[src/logic/ntm_fix_pkg.sv]
/*
 * Q8.8 fixed-point format for the NTM write block
 * Element width, product width and saturation bounds
 * Round-to-nearest constant for the product shift
 */

package ntm_fix_pkg;

  ////////////////////////////////////////
  // Number format
  ////////////////////////////////////////

  // Signed element, 8 integer and 8 fractional bits
  localparam int DATA_BITS = 16;
  localparam int FRAC_BITS = 8;

  // Full product of two elements
  localparam int PROD_BITS = 2 * DATA_BITS;

  ////////////////////////////////////////
  // Saturation and rounding
  ////////////////////////////////////////

  // Bounds of a 16-bit signed word
  localparam logic signed [DATA_BITS-1:0] FIX_MAX = 16'sh7FFF;
  localparam logic signed [DATA_BITS-1:0] FIX_MIN = -16'sh8000;

  // Half an LSB of the result, at product scale
  localparam logic signed [PROD_BITS-1:0] ROUND_HALF = 32'sd1 <<< (FRAC_BITS - 1);

endpackage

[src/logic/ntm_size_pkg.sv]
/*
 * NTM write block geometry
 * Memory matrix is SIZE_N rows by SIZE_W columns
 * Index widths for the row and column counters
 */

package ntm_size_pkg;

  ////////////////////////////////////////
  // Matrix geometry
  ////////////////////////////////////////

  // Rows, one weight per row
  localparam int SIZE_N = 4;
  // Columns, one add value per column
  localparam int SIZE_W = 8;

  // Index widths
  localparam int J_BITS = $clog2(SIZE_N);
  localparam int K_BITS = $clog2(SIZE_W);

endpackage

[src/logic/ntm_elem_if.sv]
/*
 * One matrix element in flight between pipeline stages
 * Row and column index, memory operand and product/result word
 */

`timescale 1ns/1ps

interface ntm_elem_if;
  import ntm_size_pkg::*;
  import ntm_fix_pkg::*;

  // Element present this cycle
  logic                        valid;
  // Position in the matrix
  logic [J_BITS-1:0]           j;
  logic [K_BITS-1:0]           k;
  // Memory operand M(j;k)
  logic signed [DATA_BITS-1:0] data_m;
  // Product w(j)·a(k), or the sum once added
  logic signed [DATA_BITS-1:0] data_p;

  // Producing stage
  modport src (output valid, j, k, data_m, data_p);
  // Consuming stage
  modport dst (input valid, j, k, data_m, data_p);

endinterface

[src/logic/ntm_memory_bank.sv]
/*
 * N×W memory matrix in registers
 * Host preload and read-back ports, pipeline read and write ports
 * Both read ports return data one cycle after the address
 */

`timescale 1ns/1ps

module ntm_memory_bank (
  input  logic                                    CLK,
  input  logic                                    RST,
  input  logic                                    busy,
  input  logic                                    m_load_enable,
  input  logic [ntm_size_pkg::J_BITS-1:0]         m_load_j,
  input  logic [ntm_size_pkg::K_BITS-1:0]         m_load_k,
  input  logic signed [ntm_fix_pkg::DATA_BITS-1:0] m_load_data,
  input  logic [ntm_size_pkg::J_BITS-1:0]         m_read_j,
  input  logic [ntm_size_pkg::K_BITS-1:0]         m_read_k,
  output logic signed [ntm_fix_pkg::DATA_BITS-1:0] m_read_data,
  input  logic [ntm_size_pkg::J_BITS-1:0]         rd_j,
  input  logic [ntm_size_pkg::K_BITS-1:0]         rd_k,
  output logic signed [ntm_fix_pkg::DATA_BITS-1:0] rd_data,
  ntm_elem_if.dst                                 wr
);
  import ntm_size_pkg::*;
  import ntm_fix_pkg::*;

  logic signed [DATA_BITS-1:0] mem [SIZE_N][SIZE_W];

  ////////////////////////////////////////
  // Write and read ports
  ////////////////////////////////////////

  always_ff @(posedge CLK or posedge RST) begin
    if (RST) begin
      for (int r = 0; r < SIZE_N; r++) begin
        for (int c = 0; c < SIZE_W; c++) begin
          mem[r][c] <= '0;
        end
      end
      m_read_data <= '0;
      rd_data     <= '0;
    end else begin
      // Pipeline write-back
      if (wr.valid) begin
        mem[wr.j][wr.k] <= wr.data_p;
      end else if (m_load_enable && !busy) begin
        // Host preload only between passes
        mem[m_load_j][m_load_k] <= m_load_data;
      end
      // Registered reads
      m_read_data <= mem[m_read_j][m_read_k];
      rd_data     <= mem[rd_j][rd_k];
    end
  end

endmodule

[src/logic/ntm_vector_buffer.sv]
/*
 * Weighting and add vector buffer
 * Streams fill w and a in order from index 0
 * Combinational read by index for the multiplier
 */

`timescale 1ns/1ps

module ntm_vector_buffer (
  input  logic                                    CLK,
  input  logic                                    RST,
  input  logic                                    busy,
  input  logic                                    start_accept,
  input  logic                                    w_in_enable,
  input  logic signed [ntm_fix_pkg::DATA_BITS-1:0] w_in,
  input  logic                                    a_in_enable,
  input  logic signed [ntm_fix_pkg::DATA_BITS-1:0] a_in,
  input  logic [ntm_size_pkg::J_BITS-1:0]         w_j,
  input  logic [ntm_size_pkg::K_BITS-1:0]         a_k,
  output logic signed [ntm_fix_pkg::DATA_BITS-1:0] w_out,
  output logic signed [ntm_fix_pkg::DATA_BITS-1:0] a_out
);
  import ntm_size_pkg::*;
  import ntm_fix_pkg::*;

  // Vector storage
  logic signed [DATA_BITS-1:0] w_mem [SIZE_N];
  logic signed [DATA_BITS-1:0] a_mem [SIZE_W];

  // Next load position of each stream
  logic [J_BITS-1:0] w_ptr;
  logic [K_BITS-1:0] a_ptr;

  ////////////////////////////////////////
  // Loading
  ////////////////////////////////////////

  always_ff @(posedge CLK or posedge RST) begin
    if (RST) begin
      w_ptr <= '0;
      a_ptr <= '0;
      for (int n = 0; n < SIZE_N; n++) begin
        w_mem[n] <= '0;
      end
      for (int n = 0; n < SIZE_W; n++) begin
        a_mem[n] <= '0;
      end
    end else begin
      // Loads refused during a pass
      if (w_in_enable && !busy) begin
        w_mem[w_ptr] <= w_in;
        w_ptr        <= w_ptr + 1'b1;
      end
      if (a_in_enable && !busy) begin
        a_mem[a_ptr] <= a_in;
        a_ptr        <= a_ptr + 1'b1;
      end
      // New pass, next load restarts at index 0
      if (start_accept) begin
        w_ptr <= '0;
        a_ptr <= '0;
      end
    end
  end

  // Lookup for the current element
  assign w_out = w_mem[w_j];
  assign a_out = a_mem[a_k];

endmodule

[src/logic/ntm_vector_fix_adder.sv]
/*
 * Saturating Q8.8 add of memory operand and product
 * One register stage, result goes to the memory write port
 */

`timescale 1ns/1ps

module ntm_vector_fix_adder (
  input  logic    CLK,
  input  logic    RST,
  ntm_elem_if.dst prod,
  ntm_elem_if.src result
);
  import ntm_fix_pkg::*;

  // One guard bit catches overflow
  logic signed [DATA_BITS:0]   sum;
  logic signed [DATA_BITS-1:0] sat;

  assign sum = prod.data_m + prod.data_p;

  always_comb begin
    if (sum > FIX_MAX) begin
      sat = FIX_MAX;
    end else if (sum < FIX_MIN) begin
      sat = FIX_MIN;
    end else begin
      sat = sum[DATA_BITS-1:0];
    end
  end

  ////////////////////////////////////////
  // Output stage
  ////////////////////////////////////////

  always_ff @(posedge CLK or posedge RST) begin
    if (RST) begin
      result.valid <= 1'b0;
    end else begin
      result.valid <= prod.valid;
    end
  end

  // Old word kept alongside the new one
  always_ff @(posedge CLK) begin
    result.j      <= prod.j;
    result.k      <= prod.k;
    result.data_m <= prod.data_m;
    result.data_p <= sat;
  end

endmodule

[src/logic/ntm_vector_fix_multiplier.sv]
/*
 * Q8.8 product w(j)·a(k), two pipeline stages
 * Stage 1 full signed product, stage 2 round to nearest and saturate
 */

`timescale 1ns/1ps

module ntm_vector_fix_multiplier (
  input  logic                                    CLK,
  input  logic                                    RST,
  output logic [ntm_size_pkg::J_BITS-1:0]         w_j,
  output logic [ntm_size_pkg::K_BITS-1:0]         a_k,
  input  logic signed [ntm_fix_pkg::DATA_BITS-1:0] w_val,
  input  logic signed [ntm_fix_pkg::DATA_BITS-1:0] a_val,
  ntm_elem_if.dst                                 issue,
  ntm_elem_if.src                                 prod
);
  import ntm_size_pkg::*;
  import ntm_fix_pkg::*;

  // Stage 1 registers
  logic                        s1_valid;
  logic [J_BITS-1:0]           s1_j;
  logic [K_BITS-1:0]           s1_k;
  logic signed [DATA_BITS-1:0] s1_m;
  logic signed [PROD_BITS-1:0] s1_prod;

  // Rounding path
  logic signed [PROD_BITS-1:0]           rounded;
  logic signed [PROD_BITS-FRAC_BITS-1:0] shifted;
  logic signed [DATA_BITS-1:0]           sat;

  // Buffer lookup by the issued element's indices
  assign w_j = issue.j;
  assign a_k = issue.k;

  ////////////////////////////////////////
  // Stage 1, multiply
  ////////////////////////////////////////

  always_ff @(posedge CLK or posedge RST) begin
    if (RST) begin
      s1_valid <= 1'b0;
    end else begin
      s1_valid <= issue.valid;
    end
  end

  always_ff @(posedge CLK) begin
    s1_j    <= issue.j;
    s1_k    <= issue.k;
    s1_m    <= issue.data_m;
    s1_prod <= w_val * a_val;
  end

  ////////////////////////////////////////
  // Stage 2, round and clamp
  ////////////////////////////////////////

  // Add half an LSB then floor, ties go up
  assign rounded = s1_prod + ROUND_HALF;
  assign shifted = rounded[PROD_BITS-1:FRAC_BITS];

  always_comb begin
    if (shifted > FIX_MAX) begin
      sat = FIX_MAX;
    end else if (shifted < FIX_MIN) begin
      sat = FIX_MIN;
    end else begin
      sat = shifted[DATA_BITS-1:0];
    end
  end

  always_ff @(posedge CLK or posedge RST) begin
    if (RST) begin
      prod.valid <= 1'b0;
    end else begin
      prod.valid <= s1_valid;
    end
  end

  always_ff @(posedge CLK) begin
    prod.j      <= s1_j;
    prod.k      <= s1_k;
    prod.data_m <= s1_m;
    prod.data_p <= sat;
  end

endmodule

[src/logic/ntm_write_top.sv]
/*
 * NTM memory write block, M(j;k) = M(j;k) + w(j)·a(k)
 * Vector buffer, controller, Q8.8 multiply and add, memory bank
 */

`timescale 1ns/1ps

module ntm_write_top (
  input  logic                                    CLK,
  input  logic                                    RST,
  input  logic                                    start,
  output logic                                    ready,
  input  logic                                    w_in_enable,
  input  logic signed [ntm_fix_pkg::DATA_BITS-1:0] w_in,
  input  logic                                    a_in_enable,
  input  logic signed [ntm_fix_pkg::DATA_BITS-1:0] a_in,
  input  logic                                    m_load_enable,
  input  logic [ntm_size_pkg::J_BITS-1:0]         m_load_j,
  input  logic [ntm_size_pkg::K_BITS-1:0]         m_load_k,
  input  logic signed [ntm_fix_pkg::DATA_BITS-1:0] m_load_data,
  input  logic [ntm_size_pkg::J_BITS-1:0]         m_read_j,
  input  logic [ntm_size_pkg::K_BITS-1:0]         m_read_k,
  output logic signed [ntm_fix_pkg::DATA_BITS-1:0] m_read_data
);
  import ntm_size_pkg::*;
  import ntm_fix_pkg::*;

  // Pass control
  logic busy;
  logic start_accept;

  // Pipeline memory read
  logic [J_BITS-1:0]           rd_j;
  logic [K_BITS-1:0]           rd_k;
  logic signed [DATA_BITS-1:0] rd_data;

  // Vector lookup
  logic [J_BITS-1:0]           w_j;
  logic [K_BITS-1:0]           a_k;
  logic signed [DATA_BITS-1:0] w_val;
  logic signed [DATA_BITS-1:0] a_val;

  // Issue, product and write-back stages
  ntm_elem_if issue_if ();
  ntm_elem_if prod_if ();
  ntm_elem_if write_if ();

  ////////////////////////////////////////
  // Blocks
  ////////////////////////////////////////

  ntm_vector_buffer buffer_inst (
    .CLK          (CLK),
    .RST          (RST),
    .busy         (busy),
    .start_accept (start_accept),
    .w_in_enable  (w_in_enable),
    .w_in         (w_in),
    .a_in_enable  (a_in_enable),
    .a_in         (a_in),
    .w_j          (w_j),
    .a_k          (a_k),
    .w_out        (w_val),
    .a_out        (a_val)
  );

  ntm_writing writing_inst (
    .CLK          (CLK),
    .RST          (RST),
    .start        (start),
    .ready        (ready),
    .busy         (busy),
    .start_accept (start_accept),
    .rd_j         (rd_j),
    .rd_k         (rd_k),
    .rd_data      (rd_data),
    .issue        (issue_if.src)
  );

  ntm_vector_fix_multiplier multiplier_inst (
    .CLK   (CLK),
    .RST   (RST),
    .w_j   (w_j),
    .a_k   (a_k),
    .w_val (w_val),
    .a_val (a_val),
    .issue (issue_if.dst),
    .prod  (prod_if.src)
  );

  ntm_vector_fix_adder adder_inst (
    .CLK    (CLK),
    .RST    (RST),
    .prod   (prod_if.dst),
    .result (write_if.src)
  );

  ntm_memory_bank memory_inst (
    .CLK           (CLK),
    .RST           (RST),
    .busy          (busy),
    .m_load_enable (m_load_enable),
    .m_load_j      (m_load_j),
    .m_load_k      (m_load_k),
    .m_load_data   (m_load_data),
    .m_read_j      (m_read_j),
    .m_read_k      (m_read_k),
    .m_read_data   (m_read_data),
    .rd_j          (rd_j),
    .rd_k          (rd_k),
    .rd_data       (rd_data),
    .wr            (write_if.dst)
  );

endmodule

[src/logic/ntm_writing.sv]
/*
 * Write pass controller
 * Idle, issue and drain FSM walking j outer and k inner
 * Issues one memory read per cycle, pulses ready after the last write
 */

`timescale 1ns/1ps

module ntm_writing (
  input  logic                                    CLK,
  input  logic                                    RST,
  input  logic                                    start,
  output logic                                    ready,
  output logic                                    busy,
  output logic                                    start_accept,
  output logic [ntm_size_pkg::J_BITS-1:0]         rd_j,
  output logic [ntm_size_pkg::K_BITS-1:0]         rd_k,
  input  logic signed [ntm_fix_pkg::DATA_BITS-1:0] rd_data,
  ntm_elem_if.src                                 issue
);
  import ntm_size_pkg::*;

  // FSM encoding
  localparam logic [1:0] ST_IDLE  = 2'd0;
  localparam logic [1:0] ST_ISSUE = 2'd1;
  localparam logic [1:0] ST_DRAIN = 2'd2;

  // Read, two multiply stages, add, write
  localparam logic [1:0] DRAIN_LAST = 2'd3;

  logic [1:0]        state;
  logic [J_BITS-1:0] j_cnt;
  logic [K_BITS-1:0] k_cnt;
  logic [1:0]        drain_cnt;
  logic              last_elem;

  assign busy         = (state != ST_IDLE);
  assign start_accept = start && (state == ST_IDLE);
  assign last_elem    = (j_cnt == J_BITS'(SIZE_N - 1)) && (k_cnt == K_BITS'(SIZE_W - 1));

  // Memory read address straight from the counters
  assign rd_j = j_cnt;
  assign rd_k = k_cnt;

  ////////////////////////////////////////
  // FSM and counters
  ////////////////////////////////////////

  always_ff @(posedge CLK or posedge RST) begin
    if (RST) begin
      state     <= ST_IDLE;
      j_cnt     <= '0;
      k_cnt     <= '0;
      drain_cnt <= '0;
      ready     <= 1'b0;
    end else begin
      ready <= 1'b0;
      case (state)
        ST_IDLE: begin
          if (start) begin
            state <= ST_ISSUE;
            j_cnt <= '0;
            k_cnt <= '0;
          end
        end
        ST_ISSUE: begin
          // k inner, j outer
          k_cnt <= k_cnt + 1'b1;
          if (k_cnt == K_BITS'(SIZE_W - 1)) begin
            j_cnt <= j_cnt + 1'b1;
          end
          if (last_elem) begin
            state     <= ST_DRAIN;
            drain_cnt <= '0;
          end
        end
        ST_DRAIN: begin
          drain_cnt <= drain_cnt + 1'b1;
          // Last element written on this edge
          if (drain_cnt == DRAIN_LAST) begin
            state <= ST_IDLE;
            ready <= 1'b1;
          end
        end
        default: state <= ST_IDLE;
      endcase
    end
  end

  ////////////////////////////////////////
  // Issue stage
  ////////////////////////////////////////

  // Indices delayed to line up with the registered memory operand
  always_ff @(posedge CLK or posedge RST) begin
    if (RST) begin
      issue.valid <= 1'b0;
      issue.j     <= '0;
      issue.k     <= '0;
    end else begin
      issue.valid <= (state == ST_ISSUE);
      issue.j     <= j_cnt;
      issue.k     <= k_cnt;
    end
  end

  assign issue.data_m = rd_data;
  // No product yet at this stage
  assign issue.data_p = '0;

endmodule

[config.mk]
export PLATFORM = sky130hd
export DESIGN_NAME = ntm_write_top
export DESIGN_NICKNAME = d
export VERILOG_FILES = /design/src/logic/ntm_fix_pkg.sv /design/src/logic/ntm_size_pkg.sv /design/src/logic/ntm_elem_if.sv /design/src/logic/ntm_memory_bank.sv /design/src/logic/ntm_vector_buffer.sv /design/src/logic/ntm_vector_fix_adder.sv /design/src/logic/ntm_vector_fix_multiplier.sv /design/src/logic/ntm_write_top.sv /design/src/logic/ntm_writing.sv
export SDC_FILE = /design/constraint.sdc
export NUM_CORES = 2
export LEC_CHECK = 0
export BUFFER_PORTS_ARGS = -buffer_cell sky130_fd_sc_hd__buf_2
export CAP_MARGIN = 20
export CORE_MARGIN = 4
export CORE_UTILIZATION = 35
export CTS_CLUSTER_SIZE = 25
export DETAILED_ROUTE_END_ITERATION = 7
export SLEW_MARGIN = 25
export SYNTH_ARGS = -nofsm -noshare
export SYNTH_HDL_FRONTEND = slang
export SYNTH_SLANG_ARGS = --single-unit
[constraint.sdc]
create_clock -name CLK -period 28.1 [get_ports CLK]
set_clock_uncertainty 0.1 [all_clocks]
set_input_delay 1.405 -clock CLK [delete_from_list [all_inputs] [get_ports CLK]]
set_output_delay 1.405 -clock CLK [all_outputs]
set_load 0.005 [all_outputs]
==> flow_metrics.tcl <==
set metrics [dict create \
    layout.nets 5281 \
    vdd_drop_max_v 0.0000786 \
    critPathLaunchType "register" \
    drt_iter0_markers 3981 \
    htree_num_levels 3 \
    grtUsageTotal_pct 20.5 \
    critical_path.reg2reg.endpoint "multiplier_inst.s1_prod[28]" \
    layout_common_cells "dfrtp_1, nor2_1, a21oi_1" \
    critical_path_required_ps 28580 \
    p_int_mw 4.23 \
    antenna_found_initial 12 \
    grt_pass1_vias 41511 \
    critPathSlowestCell "dfrtp_2" \
    fin_setup_tns_ps 0 \
    slew_headroom_pct 27.8 \
    synth_flop_cell "dfrtp_1" \
    cts_tree "yes" \
    fin_crit_sh_pct 28.8 \
    grt_max_degree 173 \
    total_leakage_power_nw 25.1 \
    path_clk_slew_ps 70 \
    ff2ff_setup_slack_ps 20000 \
    drc 0 \
    cts_sinks 864 \
    rr_worst_depth 22 \
    ys_seq_elements 864 \
    switchingPower_mw 3.24 \
    dp_cells 6801 \
    via_per_inst 5.81 \
    cts_hold_buf 0 \
    ys_async_sr_fraction_pct 88.0 \
    whs_path_depth 0 \
    final.min_clock_period_ps 8100 \
    path_max_fanout 18 \
    cp_top_family "adder cells" \
    power_density_mw_per_mm2 124 \
    dp_hpwl_um 115000 \
    wl_per_cell_um 23.9 \
    wl_um 167000 \
    max_clock_freq_ghz 0.124 \
    clk_latency_ps 730 \
    syn_area_mm2 0.0545 \
    p_comb_share_pct 53.5 \
    p_sw_share_pct 43.3 \
    synth_edf_count 0 \
    fp.dieArea_mm2 0.162 \
    crit_top_cell "fa_1" \
    synthCells 4977 \
    power.share.clock_pct 17.0 \
    seq_area_frac_synth_pct 38.7 \
    clock-root-buffer "clkbuf_16" \
    instances_no_fill 6973 \
    synth_top_area_share_pct 34.9 \
    finalSetupViolCount 0 \
    gp_congestion 0.880 \
    clock_path_buffers 3 \
    antenna_left 0 \
    port_buffers 80 \
    vias 40489 \
    syn_area_per_cell_um2 10.9 \
    core_region_area_mm2 0.154 \
    synth.net_count 5408 \
    placed_cell_area_mm2 0.0570 \
    initial_core_util_pct 35.3 \
    timing_worst_setup_path_type "reg2reg" \
    yosys_warnings 0 \
    area_growth_pct 10.5 \
    cts_resized 0 \
    min_from "multiplier_inst.s1_m[12]" \
    drive_gt1_share_pct 20.9 \
    grt_pass1_wl_um 258000 \
    hp-class "reg2reg" \
    outcome "finished clean" \
    path_buf_inv 5 \
    crit_chain "buf_4 -> mux4_2 -> mux2i_1 -> nor2_1 -> fa_1 -> inv_1 -> fa_1 -> fa_1 -> inv_1 -> fa_1 -> fa_1 -> inv_1 -> fa_1 -> inv_1 -> ha_1 -> nand2_1 -> a311o_1 -> o21bai_1 -> a41oi_2 -> o31ai_1 -> a21oi_1 -> xnor2_1" \
    postCtsSetupRepairBufs 0 \
    synth_area_leaders "dfrtp_1, mux4_2, fa_1" \
    finalMaxSlewViolations 0 \
    final_area_mm2 0.0601 \
    first_pass_iters 6 \
    ioPinCount 81 \
    critical_path.endpoint_type "register" \
    synth_top_area_cell "dfrtp_1" \
    cap_violations 0 \
    hold_end "multiplier_inst.prod.data_m[12]" \
    rsz0062_at_grt "false" \
    cts_made_buffers 91 \
    arrival_ps 8580 \
    fp-row-count 144 \
    hold_slack_ps 214 \
    slowest_delay_ps 720 \
    final_hold_viol_count 0 \
    r2r-start "writing_inst.issue.k[0]" \
    worst_pin_slew_ps 1080 \
    die_x_um 402 \
    grt_remaining_overflow 0 \
    pwr-share-seq_pct 29.5 \
    die_y_um 402 \
    final_common_cell "dfrtp_1" \
    synth_cell_types 67 \
    final_core_util_pct 39.0 \
]
## how the worst max path moves through the flow
stage                                        from                          end  cells after the start
after global placement    writing_inst.issue.k[0]  multiplier_inst.s1_prod[28]                     22
after CTS                 writing_inst.issue.k[0]  multiplier_inst.s1_prod[28]                     22
after detailed placement  writing_inst.issue.k[0]  multiplier_inst.s1_prod[28]                     22
after global routing      writing_inst.issue.k[0]  multiplier_inst.s1_prod[28]                     22
after floorplan                               RST      adder_inst.result.valid                      1
final                     writing_inst.issue.k[0]  multiplier_inst.s1_prod[28]                     22
## per-stage QoR
stage	total power, mW	setup slack, ps
2_1_floorplan	4.99	5260
3_3_place_gp	6.06	20100
3_5_place_dp	6.16	19970
4_1_cts	7.46	19940
5_1_grt	8.04	19430
6_report	7.47	20000
## power by group through the flow
stage,Combinational [mW],Clock [mW],Sequential [mW]
after floorplan,2.94,0,2.05
after global placement,3.87,0,2.19
after detailed placement,3.95,0,2.22
after CTS,3.97,1.29,2.20
after global routing,4.42,1.34,2.28
final,4.00,1.27,2.20
## kinds of logic after synthesis
kind of cell / count (synthesis) / share of synthesized area, %
AOI/OAI and AO/OA: 1238 / 14.5
and+or+nand+nor: 1037 / 8.00
DFF: 864 / 38.7
buffers and inverters: 777 / 5.37
muxes: 627 / 20.2
adders and majority gates: 368 / 12.1
xor gates and xnor gates: 66 / 1.06
## layer usage
metal / share of wire [%] / track usage (%) / up-vias / routed length (um)
met4: 2.9 / 6.62 / 6 / 4870
met1: 40 / 27.1 / 21037 / 67500
met2: 49 / 34.3 / 1622 / 81500
li1: - / - / 17490 / -
met5: 0.024 / 0 / - / 40
met3: 7.7 / 3.63 / 334 / 12800
## final cells by class
class                   instances  area (um^2)
well taps                    2044         2560
clock buffers                 134         2730
multi-input cells            3336        30500
fillers                     14820        94300
clock inverters                32          400
flip-flops and latches        864        21100
inverters                     328         1240
diodes                          6         15.0
repair buffers                229         1580
## cell usage after synthesis, types with 35 or more instances
library cell,number
a21oi_1,540
a22o_1,35
a22oi_1,512
buf_1,136
clkbuf_1,309
dfrtp_1,760
dfxtp_1,104
fa_1,262
ha_1,105
inv_1,328
mux2_2,244
mux4_2,354
nand2_1,150
nor2_1,698
nor2b_1,44
xnor2_1,47
## state kept, by name, summed over array words and instances, names as in the netlist, 3 cells and up
register and cells:
multiplier_inst.prod.data_m 16, buffer_inst.a_mem 128, adder_inst.result.k 3, multiplier_inst.prod.k 3, memory_inst.mem 512, writing_inst.issue.k 3
buffer_inst.a_ptr 3, memory_inst.m_read_data 16, adder_inst.result.data_p 16, multiplier_inst.s1_m 16, buffer_inst.w_mem 64, multiplier_inst.prod.data_p 16
multiplier_inst.s1_prod 25, writing_inst.rd_k 3, multiplier_inst.s1_k 3, memory_inst.rd_data 16
(Power assumes the default switching activity.)
